### src/common/cache_pkg.sv
// Geometry of the snoop-side data cache.
// Shared by the cache array and the snoop stages. Modules import it by
// wildcard inside their bodies and use scoped names in port lists.
package cache_pkg;

  // snoop and fill address width
  localparam int unsigned ADDR_WIDTH = 32;

  // 16-byte lines
  localparam int unsigned BYTE_OFFSET = 4;

  // sixteen sets
  localparam int unsigned INDEX_WIDTH = 4;
  localparam int unsigned NUM_SETS = 2 ** INDEX_WIDTH;

  // everything above index and offset
  localparam int unsigned TAG_WIDTH = ADDR_WIDTH - INDEX_WIDTH - BYTE_OFFSET;

  // two ways, with a round-robin pointer per set
  localparam int unsigned SET_ASSOC = 2;
  localparam int unsigned WAY_WIDTH = $clog2(SET_ASSOC);

  localparam int unsigned LINE_WIDTH = 128;

  // a line leaves on CD as two beats
  localparam int unsigned BEAT_WIDTH = 64;

endpackage

### src/common/snoop_pkg.sv
// Snoop channel definitions.
// Holds the AC snoop kinds, the decoded operation handed from decode to
// execute, and the layout of the CR response bits.
package snoop_pkg;

  // AC snoop kinds, ACE encoding; the last two are not supported here
  typedef enum logic [3:0] {
    READ_ONCE     = 4'b0000,
    READ_SHARED   = 4'b0001,
    READ_UNIQUE   = 4'b0111,
    CLEAN_INVALID = 4'b1001,
    CLEAN_SHARED  = 4'b1000,
    MAKE_INVALID  = 4'b1101
  } acsnoop_e;

  typedef enum logic [2:0] {
    OP_READ_ONCE     = 3'd0,
    OP_READ_SHARED   = 3'd1,
    OP_READ_UNIQUE   = 3'd2,
    OP_CLEAN_INVALID = 3'd3,
    OP_ERROR         = 3'd4,
    OP_BYPASS        = 3'd5
  } snoop_op_e;

  // CR response; bit 4 is wasUnique and always stays 0
  localparam int unsigned CRRESP_WIDTH = 5;
  localparam int unsigned CR_DATA_TRANSFER = 0;
  localparam int unsigned CR_ERROR = 1;
  localparam int unsigned CR_PASS_DIRTY = 2;
  localparam int unsigned CR_IS_SHARED = 3;

endpackage

### src/snoop_ctrl/snoop_decode.sv
// Snoop decode stage.
// Accepts AC requests into a one-entry register, splits the address into
// index and tag and maps the snoop kind onto an execute operation.
`timescale 1ns/10ps

module snoop_decode (
  input  logic                                clk_i,
  input  logic                                rst_ni,
  input  logic                                bypass_i,
  input  logic                                ac_valid_i,
  input  logic [cache_pkg::ADDR_WIDTH-1:0]    ac_addr_i,
  input  snoop_pkg::acsnoop_e                 ac_snoop_i,
  output logic                                ac_ready_o,
  output logic                                dec_valid_o,
  output snoop_pkg::snoop_op_e                dec_op_o,
  output logic [cache_pkg::INDEX_WIDTH-1:0]   dec_index_o,
  output logic [cache_pkg::TAG_WIDTH-1:0]     dec_tag_o,
  input  logic                                exe_ready_i
);
  import cache_pkg::*;
  import snoop_pkg::*;

  logic      valid_q;
  logic      accept;
  snoop_op_e op_d;

  // free now, or emptied by execute this cycle
  assign ac_ready_o = !valid_q || exe_ready_i;
  assign accept = ac_valid_i && ac_ready_o;
  assign dec_valid_o = valid_q;

  always_comb begin
    case (ac_snoop_i)
      READ_ONCE:     op_d = OP_READ_ONCE;
      READ_SHARED:   op_d = OP_READ_SHARED;
      READ_UNIQUE:   op_d = OP_READ_UNIQUE;
      CLEAN_INVALID: op_d = OP_CLEAN_INVALID;
      default:       op_d = OP_ERROR;
    endcase
    // disabled cache answers everything as a miss
    if (bypass_i) begin
      op_d = OP_BYPASS;
    end
  end

  always_ff @(posedge clk_i or negedge rst_ni) begin
    if (!rst_ni) begin
      valid_q <= 1'b0;
    end else if (accept) begin
      valid_q <= 1'b1;
    end else if (exe_ready_i) begin
      valid_q <= 1'b0;
    end
  end

  always_ff @(posedge clk_i) begin
    if (accept) begin
      dec_op_o    <= op_d;
      dec_index_o <= ac_addr_i[BYTE_OFFSET +: INDEX_WIDTH];
      dec_tag_o   <= ac_addr_i[ADDR_WIDTH-1 -: TAG_WIDTH];
    end
  end

endmodule

### src/snoop_ctrl/snoop_execute.sv
// Snoop execute stage.
// Requests the cache array, evaluates the hit line's flags, builds the CR
// response and writes back the new coherence state. Error and bypass
// operations skip the array and answer at once.
`timescale 1ns/10ps

module snoop_execute (
  input  logic                                 clk_i,
  input  logic                                 rst_ni,
  input  logic                                 dec_valid_i,
  input  snoop_pkg::snoop_op_e                 dec_op_i,
  input  logic [cache_pkg::INDEX_WIDTH-1:0]    dec_index_i,
  input  logic [cache_pkg::TAG_WIDTH-1:0]      dec_tag_i,
  output logic                                 exe_ready_o,
  output logic                                 arr_req_o,
  input  logic                                 arr_gnt_i,
  output logic [cache_pkg::INDEX_WIDTH-1:0]    arr_index_o,
  output logic [cache_pkg::TAG_WIDTH-1:0]      arr_tag_o,
  input  logic [cache_pkg::SET_ASSOC-1:0]      hit_way_i,
  input  logic [cache_pkg::SET_ASSOC-1:0]      dirty_way_i,
  input  logic [cache_pkg::SET_ASSOC-1:0]      shared_way_i,
  input  logic [cache_pkg::LINE_WIDTH-1:0]     line_i,
  output logic                                 arr_we_o,
  output logic [cache_pkg::SET_ASSOC-1:0]      arr_wway_o,
  output logic                                 arr_wvalid_o,
  output logic                                 arr_wdirty_o,
  output logic                                 arr_wshared_o,
  output logic                                 res_valid_o,
  output logic [snoop_pkg::CRRESP_WIDTH-1:0]   res_resp_o,
  output logic [cache_pkg::LINE_WIDTH-1:0]     res_line_o,
  input  logic                                 res_ready_i,
  output logic                                 clean_invalid_hit_o,
  output logic                                 clean_invalid_miss_o
);
  import cache_pkg::*;
  import snoop_pkg::*;

  typedef enum logic [2:0] {
    IDLE,
    WAIT_GNT,
    EVAL_FLAGS,
    WRITE_STATE,
    WAIT_RESULT
  } state_e;

  state_e                  state_q, state_d;
  logic [CRRESP_WIDTH-1:0] resp_q, resp_d;
  snoop_op_e               op_q;
  logic [SET_ASSOC-1:0]    way_q;
  logic                    dirty_q;
  logic                    hit, dirty, shared;
  logic                    is_read_shared;

  assign hit = |hit_way_i;
  assign dirty = |(hit_way_i & dirty_way_i);
  assign shared = |(hit_way_i & shared_way_i);
  assign is_read_shared = (op_q == OP_READ_SHARED);

  assign exe_ready_o = (state_q == IDLE);
  // held from grant until the state write, so no fill slips in between
  assign arr_req_o = (state_q == WAIT_GNT) || (state_q == EVAL_FLAGS) ||
                     (state_q == WRITE_STATE);

  // read shared keeps the line and its dirty bit, the rest invalidate
  assign arr_we_o = (state_q == WRITE_STATE);
  assign arr_wway_o = way_q;
  assign arr_wvalid_o = is_read_shared;
  assign arr_wdirty_o = is_read_shared && dirty_q;
  assign arr_wshared_o = is_read_shared;

  assign res_valid_o = (state_q == WAIT_RESULT);
  assign res_resp_o = resp_q;

  always_comb begin
    state_d = state_q;
    resp_d = resp_q;
    clean_invalid_hit_o = 1'b0;
    clean_invalid_miss_o = 1'b0;
    case (state_q)
      IDLE: begin
        if (dec_valid_i) begin
          resp_d = '0;
          if (dec_op_i == OP_ERROR) begin
            resp_d[CR_ERROR] = 1'b1;
            state_d = WAIT_RESULT;
          end else if (dec_op_i == OP_BYPASS) begin
            state_d = WAIT_RESULT;
          end else begin
            state_d = WAIT_GNT;
          end
        end
      end
      WAIT_GNT: begin
        if (arr_gnt_i) begin
          state_d = EVAL_FLAGS;
        end
      end
      EVAL_FLAGS: begin
        state_d = WAIT_RESULT;
        if (hit) begin
          resp_d[CR_DATA_TRANSFER] = 1'b1;
          case (op_q)
            OP_READ_ONCE: begin
              resp_d[CR_IS_SHARED] = shared;
            end
            OP_READ_SHARED: begin
              resp_d[CR_IS_SHARED] = 1'b1;
              state_d = WRITE_STATE;
            end
            OP_READ_UNIQUE: begin
              resp_d[CR_PASS_DIRTY] = dirty;
              state_d = WRITE_STATE;
            end
            default: begin
              // clean invalid only moves data when it is dirty
              resp_d[CR_DATA_TRANSFER] = dirty;
              resp_d[CR_PASS_DIRTY] = dirty;
              clean_invalid_hit_o = 1'b1;
              state_d = WRITE_STATE;
            end
          endcase
        end else begin
          clean_invalid_miss_o = (op_q == OP_CLEAN_INVALID);
        end
      end
      WRITE_STATE: begin
        state_d = WAIT_RESULT;
      end
      WAIT_RESULT: begin
        if (res_ready_i) begin
          state_d = IDLE;
        end
      end
      default: begin
        state_d = IDLE;
      end
    endcase
  end

  always_ff @(posedge clk_i or negedge rst_ni) begin
    if (!rst_ni) begin
      state_q <= IDLE;
      resp_q <= '0;
    end else begin
      state_q <= state_d;
      resp_q <= resp_d;
    end
  end

  always_ff @(posedge clk_i) begin
    if ((state_q == IDLE) && dec_valid_i) begin
      op_q <= dec_op_i;
      arr_index_o <= dec_index_i;
      arr_tag_o <= dec_tag_i;
    end
    // capture the hit line while the array still shows it
    if (state_q == EVAL_FLAGS) begin
      way_q <= hit_way_i;
      dirty_q <= dirty;
      res_line_o <= line_i;
    end
  end

endmodule

### src/snoop_ctrl/snoop_result.sv
// Snoop result stage.
// Registers one response, presents it on CR and, when data is returned,
// sends the line on CD as two beats, low half first. The stage frees
// itself once every required transfer has happened.
`timescale 1ns/10ps

module snoop_result (
  input  logic                                 clk_i,
  input  logic                                 rst_ni,
  input  logic                                 res_valid_i,
  input  logic [snoop_pkg::CRRESP_WIDTH-1:0]   res_resp_i,
  input  logic [cache_pkg::LINE_WIDTH-1:0]     res_line_i,
  output logic                                 res_ready_o,
  output logic                                 cr_valid_o,
  output logic [snoop_pkg::CRRESP_WIDTH-1:0]   cr_resp_o,
  input  logic                                 cr_ready_i,
  output logic                                 cd_valid_o,
  output logic [cache_pkg::BEAT_WIDTH-1:0]     cd_data_o,
  output logic                                 cd_last_o,
  input  logic                                 cd_ready_i
);
  import cache_pkg::*;
  import snoop_pkg::*;

  logic                  busy_q;
  logic                  cr_done_q;
  logic                  cd_done_q;
  logic                  beat_q;
  logic [LINE_WIDTH-1:0] line_q;
  logic                  cr_fire, cd_fire;
  logic                  cr_end, cd_end;

  assign res_ready_o = !busy_q;

  assign cr_valid_o = busy_q && !cr_done_q;
  assign cd_valid_o = busy_q && !cd_done_q;
  assign cd_data_o = beat_q ? line_q[LINE_WIDTH-1 -: BEAT_WIDTH] : line_q[BEAT_WIDTH-1:0];
  assign cd_last_o = beat_q;

  assign cr_fire = cr_valid_o && cr_ready_i;
  assign cd_fire = cd_valid_o && cd_ready_i;
  // channel finished earlier or finishing now
  assign cr_end = cr_done_q || cr_fire;
  assign cd_end = cd_done_q || (cd_fire && beat_q);

  always_ff @(posedge clk_i or negedge rst_ni) begin
    if (!rst_ni) begin
      busy_q <= 1'b0;
      cr_done_q <= 1'b0;
      cd_done_q <= 1'b0;
      beat_q <= 1'b0;
    end else if (!busy_q) begin
      if (res_valid_i) begin
        busy_q <= 1'b1;
        cr_done_q <= 1'b0;
        // no data, nothing to send on CD
        cd_done_q <= !res_resp_i[CR_DATA_TRANSFER];
        beat_q <= 1'b0;
      end
    end else if (cr_end && cd_end) begin
      busy_q <= 1'b0;
    end else begin
      cr_done_q <= cr_end;
      cd_done_q <= cd_end;
      if (cd_fire) begin
        beat_q <= 1'b1;
      end
    end
  end

  always_ff @(posedge clk_i) begin
    if (res_valid_i && res_ready_o) begin
      cr_resp_o <= res_resp_i;
      line_q <= res_line_i;
    end
  end

endmodule

### src/design/cache_array.sv
// Two-way cache array with valid, dirty, shared, tag and data per line.
// A snoop requests the array and, once granted, holds it locked until it
// drops its request. Hit flags and the hit line follow the granted
// request one cycle later. Fills write whole lines while no snoop holds
// the lock.
`timescale 1ns/10ps

module cache_array (
  input  logic                                clk_i,
  input  logic                                rst_ni,
  input  logic                                arr_req_i,
  output logic                                arr_gnt_o,
  input  logic [cache_pkg::INDEX_WIDTH-1:0]   arr_index_i,
  input  logic [cache_pkg::TAG_WIDTH-1:0]     arr_tag_i,
  output logic [cache_pkg::SET_ASSOC-1:0]     hit_way_o,
  output logic [cache_pkg::SET_ASSOC-1:0]     dirty_way_o,
  output logic [cache_pkg::SET_ASSOC-1:0]     shared_way_o,
  output logic [cache_pkg::LINE_WIDTH-1:0]    line_o,
  input  logic                                arr_we_i,
  input  logic [cache_pkg::SET_ASSOC-1:0]     arr_wway_i,
  input  logic                                arr_wvalid_i,
  input  logic                                arr_wdirty_i,
  input  logic                                arr_wshared_i,
  input  logic                                fill_valid_i,
  input  logic [cache_pkg::ADDR_WIDTH-1:0]    fill_addr_i,
  input  logic [cache_pkg::LINE_WIDTH-1:0]    fill_data_i,
  input  logic                                fill_dirty_i,
  input  logic                                fill_shared_i,
  output logic                                fill_ready_o
);
  import cache_pkg::*;

  logic [SET_ASSOC-1:0]   valid_q  [NUM_SETS];
  logic [SET_ASSOC-1:0]   dirty_q  [NUM_SETS];
  logic [SET_ASSOC-1:0]   shared_q [NUM_SETS];
  logic [WAY_WIDTH-1:0]   rr_q     [NUM_SETS];
  logic [TAG_WIDTH-1:0]   tag_q    [NUM_SETS][SET_ASSOC];
  logic [LINE_WIDTH-1:0]  data_q   [NUM_SETS][SET_ASSOC];

  logic                   lock_q;
  logic                   grant;
  logic [INDEX_WIDTH-1:0] idx_q;
  logic [TAG_WIDTH-1:0]   req_tag_q;
  logic [INDEX_WIDTH-1:0] fill_idx;
  logic [TAG_WIDTH-1:0]   fill_tag;
  logic                   fill_we;
  logic [WAY_WIDTH-1:0]   fill_way;
  logic                   use_rr;

  assign fill_idx = fill_addr_i[BYTE_OFFSET +: INDEX_WIDTH];
  assign fill_tag = fill_addr_i[ADDR_WIDTH-1 -: TAG_WIDTH];

  // a fill in the same cycle wins, the snoop is granted after it
  assign fill_we = fill_valid_i && !lock_q;
  assign fill_ready_o = fill_we;
  assign grant = arr_req_i && !lock_q && !fill_we;

  // victim: matching tag, else lowest invalid way, else round robin
  always_comb begin
    fill_way = rr_q[fill_idx];
    use_rr = 1'b1;
    for (int w = SET_ASSOC - 1; w >= 0; w--) begin
      if (!valid_q[fill_idx][w]) begin
        fill_way = WAY_WIDTH'(w);
        use_rr = 1'b0;
      end
    end
    for (int w = SET_ASSOC - 1; w >= 0; w--) begin
      if (valid_q[fill_idx][w] && (tag_q[fill_idx][w] == fill_tag)) begin
        fill_way = WAY_WIDTH'(w);
        use_rr = 1'b0;
      end
    end
  end

  // lookup on the request registered at grant
  always_comb begin
    line_o = '0;
    for (int w = 0; w < SET_ASSOC; w++) begin
      hit_way_o[w] = valid_q[idx_q][w] && (tag_q[idx_q][w] == req_tag_q);
      dirty_way_o[w] = dirty_q[idx_q][w];
      shared_way_o[w] = shared_q[idx_q][w];
      if (hit_way_o[w]) begin
        line_o = line_o | data_q[idx_q][w];
      end
    end
  end

  always_ff @(posedge clk_i or negedge rst_ni) begin
    if (!rst_ni) begin
      arr_gnt_o <= 1'b0;
      lock_q <= 1'b0;
      for (int s = 0; s < NUM_SETS; s++) begin
        valid_q[s] <= '0;
        dirty_q[s] <= '0;
        shared_q[s] <= '0;
        rr_q[s] <= '0;
      end
    end else begin
      arr_gnt_o <= grant;
      lock_q <= grant || (lock_q && arr_req_i);
      if (fill_we) begin
        valid_q[fill_idx][fill_way] <= 1'b1;
        dirty_q[fill_idx][fill_way] <= fill_dirty_i;
        shared_q[fill_idx][fill_way] <= fill_shared_i;
        if (use_rr) begin
          rr_q[fill_idx] <= rr_q[fill_idx] + 1'b1;
        end
      end else if (arr_we_i) begin
        for (int w = 0; w < SET_ASSOC; w++) begin
          if (arr_wway_i[w]) begin
            valid_q[idx_q][w] <= arr_wvalid_i;
            dirty_q[idx_q][w] <= arr_wdirty_i;
            shared_q[idx_q][w] <= arr_wshared_i;
          end
        end
      end
    end
  end

  always_ff @(posedge clk_i) begin
    if (grant) begin
      idx_q <= arr_index_i;
      req_tag_q <= arr_tag_i;
    end
    if (fill_we) begin
      tag_q[fill_idx][fill_way] <= fill_tag;
      data_q[fill_idx][fill_way] <= fill_data_i;
    end
  end

endmodule

### src/design/snoop_cache_top.sv
// Top level of the snoop-side data cache.
// Chains the decode, execute and result stages and connects execute to
// the cache array, which also takes the fill port.
`timescale 1ns/10ps

module snoop_cache_top (
  input  logic                                clk_i,
  input  logic                                rst_ni,
  input  logic                                bypass_i,
  input  logic                                ac_valid_i,
  input  logic [cache_pkg::ADDR_WIDTH-1:0]    ac_addr_i,
  input  snoop_pkg::acsnoop_e                 ac_snoop_i,
  output logic                                ac_ready_o,
  output logic                                cr_valid_o,
  output logic [snoop_pkg::CRRESP_WIDTH-1:0]  cr_resp_o,
  input  logic                                cr_ready_i,
  output logic                                cd_valid_o,
  output logic [cache_pkg::BEAT_WIDTH-1:0]    cd_data_o,
  output logic                                cd_last_o,
  input  logic                                cd_ready_i,
  input  logic                                fill_valid_i,
  input  logic [cache_pkg::ADDR_WIDTH-1:0]    fill_addr_i,
  input  logic [cache_pkg::LINE_WIDTH-1:0]    fill_data_i,
  input  logic                                fill_dirty_i,
  input  logic                                fill_shared_i,
  output logic                                fill_ready_o,
  output logic                                clean_invalid_hit_o,
  output logic                                clean_invalid_miss_o
);
  import cache_pkg::*;
  import snoop_pkg::*;

  // decode to execute
  logic                    dec_valid, exe_ready;
  snoop_op_e               dec_op;
  logic [INDEX_WIDTH-1:0]  dec_index;
  logic [TAG_WIDTH-1:0]    dec_tag;

  // execute to array
  logic                    arr_req, arr_gnt;
  logic [INDEX_WIDTH-1:0]  arr_index;
  logic [TAG_WIDTH-1:0]    arr_tag;
  logic [SET_ASSOC-1:0]    hit_way, dirty_way, shared_way;
  logic [LINE_WIDTH-1:0]   hit_line;
  logic                    arr_we, arr_wvalid, arr_wdirty, arr_wshared;
  logic [SET_ASSOC-1:0]    arr_wway;

  // execute to result
  logic                    res_valid, res_ready;
  logic [CRRESP_WIDTH-1:0] res_resp;
  logic [LINE_WIDTH-1:0]   res_line;

  snoop_decode u_decode (
    .clk_i, .rst_ni, .bypass_i,
    .ac_valid_i, .ac_addr_i, .ac_snoop_i, .ac_ready_o,
    .dec_valid_o (dec_valid), .dec_op_o (dec_op),
    .dec_index_o (dec_index), .dec_tag_o (dec_tag),
    .exe_ready_i (exe_ready)
  );

  snoop_execute u_execute (
    .clk_i, .rst_ni,
    .dec_valid_i (dec_valid), .dec_op_i (dec_op),
    .dec_index_i (dec_index), .dec_tag_i (dec_tag),
    .exe_ready_o (exe_ready),
    .arr_req_o (arr_req), .arr_gnt_i (arr_gnt),
    .arr_index_o (arr_index), .arr_tag_o (arr_tag),
    .hit_way_i (hit_way), .dirty_way_i (dirty_way), .shared_way_i (shared_way),
    .line_i (hit_line),
    .arr_we_o (arr_we), .arr_wway_o (arr_wway), .arr_wvalid_o (arr_wvalid),
    .arr_wdirty_o (arr_wdirty), .arr_wshared_o (arr_wshared),
    .res_valid_o (res_valid), .res_resp_o (res_resp), .res_line_o (res_line),
    .res_ready_i (res_ready),
    .clean_invalid_hit_o, .clean_invalid_miss_o
  );

  snoop_result u_result (
    .clk_i, .rst_ni,
    .res_valid_i (res_valid), .res_resp_i (res_resp), .res_line_i (res_line),
    .res_ready_o (res_ready),
    .cr_valid_o, .cr_resp_o, .cr_ready_i,
    .cd_valid_o, .cd_data_o, .cd_last_o, .cd_ready_i
  );

  cache_array u_array (
    .clk_i, .rst_ni,
    .arr_req_i (arr_req), .arr_gnt_o (arr_gnt),
    .arr_index_i (arr_index), .arr_tag_i (arr_tag),
    .hit_way_o (hit_way), .dirty_way_o (dirty_way), .shared_way_o (shared_way),
    .line_o (hit_line),
    .arr_we_i (arr_we), .arr_wway_i (arr_wway), .arr_wvalid_i (arr_wvalid),
    .arr_wdirty_i (arr_wdirty), .arr_wshared_i (arr_wshared),
    .fill_valid_i, .fill_addr_i, .fill_data_i,
    .fill_dirty_i, .fill_shared_i, .fill_ready_o
  );

endmodule

### config.mk
export PLATFORM = sky130hd
export DESIGN_NAME = snoop_cache_top
export DESIGN_NICKNAME = d
export VERILOG_FILES = /design/src/common/cache_pkg.sv /design/src/common/snoop_pkg.sv /design/src/snoop_ctrl/snoop_decode.sv /design/src/snoop_ctrl/snoop_execute.sv /design/src/snoop_ctrl/snoop_result.sv /design/src/design/cache_array.sv /design/src/design/snoop_cache_top.sv
export SDC_FILE = /design/constraint.sdc
export NUM_CORES = 2
export LEC_CHECK = 0
export ABC_CLOCK_PERIOD_IN_PS = 20200
export BUFFER_PORTS_ARGS = -buffer_cell sky130_fd_sc_hd__buf_4
export CAP_MARGIN = 5
export CORE_UTILIZATION = 30
export CTS_BUF_LIST = sky130_fd_sc_hd__clkbuf_4
export DETAILED_ROUTE_END_ITERATION = 8
export PLACE_DENSITY = 0.42
export SYNTH_ARGS = -nofsm -noshare
export SYNTH_HDL_FRONTEND = slang
export SYNTH_MEMORY_MAX_BITS = 65536
export SYNTH_SLANG_ARGS = --single-unit
### constraint.sdc
create_clock -name clk_i -period 20.2 [get_ports clk_i]
set_input_delay 2.02 -clock clk_i [delete_from_list [all_inputs] [get_ports clk_i]]
set_output_delay 2.02 -clock clk_i [all_outputs]
set_load 0.01 [all_outputs]
# Yosys cells after proc, flatten, opt, wreduce, memory -nomap -nowiden
# Memory sizes are Yosys's and may differ from the RTL's. A register that Yosys moved wholly into a read port is not among the register bits.
# Cells that the tools add are included.
# totals
in_bits,205
ff_bits,479
ramBits,4864
memories,2
# classes
n_lt_le_gt_ge,8
reduce_logical,55
eq_ne,24
bitwise_logic,7
addsub,1
n_mux,109
# mem_list
memory,words,width,read_ports,rd_clocked_by_memory_dff,write_ports,line,source
u_array.data_q,16,256,1,1,1,cache_array.sv:38,logic [LINE_WIDTH-1:0] data_q [NUM_SETS][SET_ASSOC];
u_array.tag_q,16,48,2,1,1,cache_array.sv:37,logic [TAG_WIDTH-1:0] tag_q [NUM_SETS][SET_ASSOC];
# op_table
cell,count
$mux W32,18
$mux W128,3
$bwmux W32,8
$mux W256,1
$demux W128 S1,1
$or A128 B128 Y128,1
$eq A24 B24 Y1,4
$mux W64,1
$mux W48,1
$mux W1,37
$bmux W2 S4,4
$or A32 B32 Y32,1
$demux W2 S4,3
$demux W24 S1,1
$mux W24,1
$logic_and A1 B1 Y1,22
$mux W2,11
$mux W3,7
$bwmux W16,1
$pmux W3 S5,1
$eq A3 B2 Y1 const B,4
$mux W4,3
$pmux W3 S4,1
$ge A5 B5 Y1 const B,2
32 further kinds,67

# Logic depth before layout (Yosys ltp)
# depth
depth_word,16
depth_mapped,19
ltp_nobuf,10

# Cells and area by module
# From an unflattened synthesis, not the netlist that was laid out.
# hier_totals
cells_unflattened,9101
area_unflattened_um2,210708.3
# modules_own_cells
module,n_inst,area_each_um2,seq_area_each_um2,cells_each
cache_array,1,199322.4,149833.7,8607
snoop_execute,1,5376.4,5039.8,226
snoop_result,1,4967.3,4093.9,224
snoop_decode,1,1042.2,955.9,44

# Worst setup path before layout
# OpenSTA, ideal clock, no wires.
# synth_timing
path_kind,input -> register
startpoint,in fill_addr_i[4] in the netlist's numbering
endpoint,reg u_array.dirty_q[10] in the netlist's numbering
path_buffers,4
cell_stages,12
arrival_ns,18.168
setup_slack_ns,1.898
t_required_ns,20.065
cell_sequence,buf_6 -> buf_8 -> buf_6 -> buf_2 -> mux4_2 -> mux4_2 -> xor2_1 -> a211oi_2 -> nand4_4 -> a211oi_1 -> o21ai_0 -> mux2_2
# synth_via
elab_chain_cells,16
word_cells_on_any_way,28
# synth_lines
item,line,source
from (decl),snoop_cache_top.sv:22,"input logic [cache_pkg::ADDR_WIDTH-1:0] fill_addr_i,"
$not A4 Y5 (not written as such),-,
$bmux W1 S4 or $bmux W2 S4 (tied branches),"cache_array.sv:60, cache_array.sv:63, cache_array.sv:69",
$mux W1 (not written as such) or $mux W2 (tied branches) (2 in series),"cache_array.sv:60, cache_array.sv:63, cache_array.sv:69",
$mux W1 (2 in series),cache_array.sv:63,if (!valid_q[fill_idx][w]) begin
$mux W1 (2 in series),cache_array.sv:69,if (valid_q[fill_idx][w] && (tag_q[fill_idx][w] == fill_tag)) begin
$lt A1 B2 Y1 (not written as such) or $ge A1 B1 Y1 (tied branches),cache_array.sv:104,dirty_q[fill_idx][fill_way] <= fill_dirty_i;
$logic_and A1 B1 Y1 (not written as such),cache_array.sv:104,
$mux W1 (not written as such),cache_array.sv:104,
$demux W1 S1,-,
$mux W2 (not written as such),cache_array.sv:104,
$demux W2 S4 *,cache_array.sv:104,
$bwmux W32 *,cache_array.sv:104,
$mux W32 *,cache_array.sv:102,if (fill_we) begin
"to (signal, indexed assignment)",cache_array.sv:104,
"to (signal, indexed assignment)",cache_array.sv:113,dirty_q[idx_q][w] <= arr_wdirty_i;
to (decl),cache_array.sv:34,logic [SET_ASSOC-1:0] dirty_q [NUM_SETS];
# Every way passes the cells marked *; elsewhere a longest branch is shown, timed or not. The select of a mux whose other input is x is not followed.
# A chain may end at the register's enable or synchronous reset.

==> results.sh <==
export IMPL_finalWeightedCongestion=0.821
export IMPL_powerDensity_nw_per_um2=118
export IMPL_seq_area_frac_synth_pct=75.6
export IMPL_max_vdd_ir_drop_v=0.0000858
export IMPL_crit_family="simple AND/OR/NAND/NOR gates"
export IMPL_clkTransAtPathRegs_ns=0.07
export IMPL_start_util_pct=30.1
export IMPL_drt_pass1_iter_count=5
export IMPL_die_width_um=842
export IMPL_crit_buf_inv=4
export IMPL_post_route_drc_count=0
export IMPL_cts_tree="yes"
export IMPL_fin_tns_setup_ns=0
export IMPL_yosys_top_cells_count="edfxtp_1, mux4_2, nand2_1"
export IMPL_io_pins=281
export IMPL_yosysUniqueCellTypes=94
export IMPL_crit_slowest_cell="nand4_1"
export IMPL_synth_edf_count=5217
export IMPL_ant_nets=0
export IMPL_post_route_min_period_ns=11.63
export IMPL_syn_area_um2=212000
export IMPL_fmax_mhz=86.0
export IMPL_grt_overflow_total=0
export IMPL_critical_path_class="flip-flop to primary output"
export IMPL_tightest_slew_ns=1.22
export IMPL_clk_latency_ns=1.87
export IMPL_synth_top_area_share_pct=74.0
export IMPL_synth_seq_cells=5347
export IMPL_hold_violations=0
export IMPL_rrSetupSlack_ns=10.71
export IMPL_finClkSkew_ns=0.148
export IMPL_rows=308
export IMPL_avgSynthCellArea_um2=22.6
export IMPL_wl_per_cell_um=32.7
export IMPL_required_ns=18.18
export IMPL_cts_root_buffer="clkbuf_4"
export IMPL_netlist_top_cell_by_area="edfxtp_1"
export IMPL_syn_inst=9365
export IMPL_worst_path_max_fanout=44
export IMPL_dieHeight_um=842
export IMPL_synthAdderAreaFrac_pct=0
export IMPL_cts_sinks=5347
export IMPL_synth_warnings=0
export IMPL_critPathMaxStageDelay_ns=1.07
export IMPL_core_area_um2=703000
export IMPL_synth_most_common_cell="edfxtp_1"
export IMPL_synthSimpleGateAreaFrac_pct=1.40
export IMPL_syn_num_nets=9570
export IMPL_vias=109000
export IMPL_cp_cell_sequence="buf_4, buf_4, buf_4, mux4_2, mux2i_1, o22ai_1, nor4_1, a41oi_1, nor4_1, nand4_1, nand2_1, nand2_1, nor2_1, buf_4"
export IMPL_cts_buffers_inserted=1513
export IMPL_rsz0062_at_grt="no"
export IMPL_leakagePower_nw=78.0
export IMPL_dieArea_um2=709000
export IMPL_finalPower_mw=28.8
export IMPL_fin_area_um2=244000
export IMPL_first_iter_violations=10000
export IMPL_vias_per_cell=5.15
export IMPL_drt_total_wl_um=695000
export IMPL_synth_ff_type="edfxtp_1"
export IMPL_syn_to_final_growth_pct=15.3
export IMPL_setup_viol=0
export IMPL_arrival_ns=9.61
export IMPL_cp_end_kind="primary output"
export IMPL_synth_compound_area_share_pct=2.15
export IMPL_synth_xor_xnor_area_share_pct=0.402
export IMPL_place_hpwl_um=379000
export IMPL_yosys_top_cells_area="edfxtp_1, mux4_2, dfrtp_1"
export IMPL_htree_num_levels=7
export IMPL_grt_pass1_vias=117000
export IMPL_port_buffers=271
export IMPL_status="complete, no violations"
export IMPL_layout_nets=11100
export IMPL_start_kind="flip-flop"
export IMPL_dpl_cell_area_um2=226000
export IMPL_layout_drive_gt1_share_pct=39.1
export IMPL_grt_usage_pct=19.3
export IMPL_slew_violations=0
export IMPL_synth_mux_area_share_pct=19.3
export IMPL_grt_max_degree=135
export IMPL_async_reset_ff_share_pct=2.36
export IMPL_final_period_utilization_pct=57.6
export IMPL_maxCapViolations=0
export IMPL_relSlewSlack_pct=18.7
export IMPL_grt_antenna_before_repair=85
export IMPL_crit_path_frequent_cell="buf_4"
export IMPL_synth_top_family_by_area="multiplexers"
export IMPL_grt_pass1_wl_um=952000
export IMPL_hold_class="input pin to flip-flop"
export IMPL_clockBufferDepth=5
==> layout make-up <==
cell class / instances / area (um^2)
well taps: 9300 / 11600
fillers: 66400 / 459000
diodes: 40 / 100
repair buffers: 553 / 4660
flip-flops and latches: 5347 / 160000
clock buffers: 2211 / 16600
inverters: 34 / 158
clock inverters: 321 / 1470
multi-input cells: 3439 / 49400
==> per-layer routing <==
| metal | track usage (%) | vias to the layer above | share of wire (%) |
|---|---|---|---|
| met2 | 32.0 | 4049 | 49 |
| li1 | - | 44200 | - |
| met3 | 4.05 | 1036 | 5.5 |
| met1 | 25.8 | 60100 | 43 |
| met5 | 0 | - | 0.026 |
| met4 | 5.71 | 30 | 2.2 |
==> cell families after synthesis <==
kind of cell              Yosys count
and+or+nand+nor                   681
xor gates and xnor gates           97
muxes                            2035
buffers and inverters             579
DFF                              5347
AOI/OAI and AO/OA                 625
other                               1
==> final timing paths <==
path,end,depth (start not counted),from
setup / recovery,clean_invalid_hit_o,14,flip-flop
hold / removal,u_decode.dec_tag_o[16],1,ac_addr_i[24]
setup reg to reg,u_execute.res_line_o[34],15,flip-flop
hold reg to reg,u_result.line_q[104],0,u_execute.res_line_o[104]
max in group asynchronous,u_array.rr_q[9],3,rst_ni
min in group asynchronous,u_array.shared_q[2],2,rst_ni
==> what timing repair did <==
action,CTS,global route
resized for setup,0,0
setup buffers,0,0
hold buffers,6,0
endpoints found under the hold margin,68,0
==> worst register-to-register path: stages (launching register included) <==
cell and delay (ns):
dfxtp_4 0.86, buf_4 0.92, buf_4 0.79, buf_4 0.71, mux4_2 0.62, mux2i_1 0.32, xnor2_1 0.14, a21oi_1 0.38
nand3_1 0.12, o21ai_0 0.28, nand4_1 0.77, buf_4 0.55, inv_8 0.67, buf_4 0.76, buf_4 0.64, a22o_1 0.71
==> power by group <==
part           internal [mW]  total, mW  leakage, nW  switching, mW
Combinational           2.90       6.55         18.1           3.65
Sequential              12.5       12.7         49.0          0.214
Clock                   5.06       9.59         10.9           4.53
==> cell usage in the layout (no fill, tap or decap), drive strengths merged, types with 15 or more instances in the layout <==
cell,count
a31oi,34
o21ai,72
a22o,78
mux4,1609
xor2,35
nor2b,21
a221oi,16
diode,40
dfrtp,126
a32o,33
nor3,20
edfxtp,5217
a21oi,129
o22ai,57
buf,547
nand2,315
nor2,177
a22oi,23
nand3,61
a211oi,22
mux2,181
clkinv,295
and3,15
nand2b,16
o32ai,52
clkbuf,2211
xnor2,62
mux2i,245
o2bb2ai,19
nand4,20
inv,49
==> state kept, by name (all words and copies together), names as in the netlist, 2 cells and up, named ones only <==
| name | cells |
|---|---|
| u_array.req_tag_q | 24 |
| u_execute.op_q | 3 |
| u_array.tag_q | 768 |
| u_array.valid_q | 32 |
| u_result.cr_resp_o | 4 |
| u_result.line_q | 128 |
| u_array.data_q | 4096 |
| u_decode.dec_index_o | 4 |
| u_execute.arr_index_o | 4 |
| u_decode.dec_op_o | 3 |
| u_array.idx_q | 4 |
| u_execute.res_line_o | 128 |
| u_array.rr_q | 16 |
| u_execute.arr_tag_o | 24 |
| u_array.dirty_q | 32 |
| u_execute.state_q | 3 |
| u_decode.dec_tag_o | 24 |
| u_execute.res_resp_o | 4 |
| u_array.shared_q | 32 |
| u_execute.arr_wway_o | 2 |
==> through the flow <==
stage	setup slack [ns]	util (%)	hold WS, ns	instances
3_5_place_dp	8.46	32.1	0.405	18700
5_1_grt	8.01	34.7	0.146	21200
4_1_cts	8.19	34.7	0.000686	21200
2_1_floorplan	1.90	-	0.400	9365
3_3_place_gp	8.40	32.1	0.400	18700
6_report	8.57	34.7	0.330	21200
Note: power is estimated with default switching activity, not from simulation.
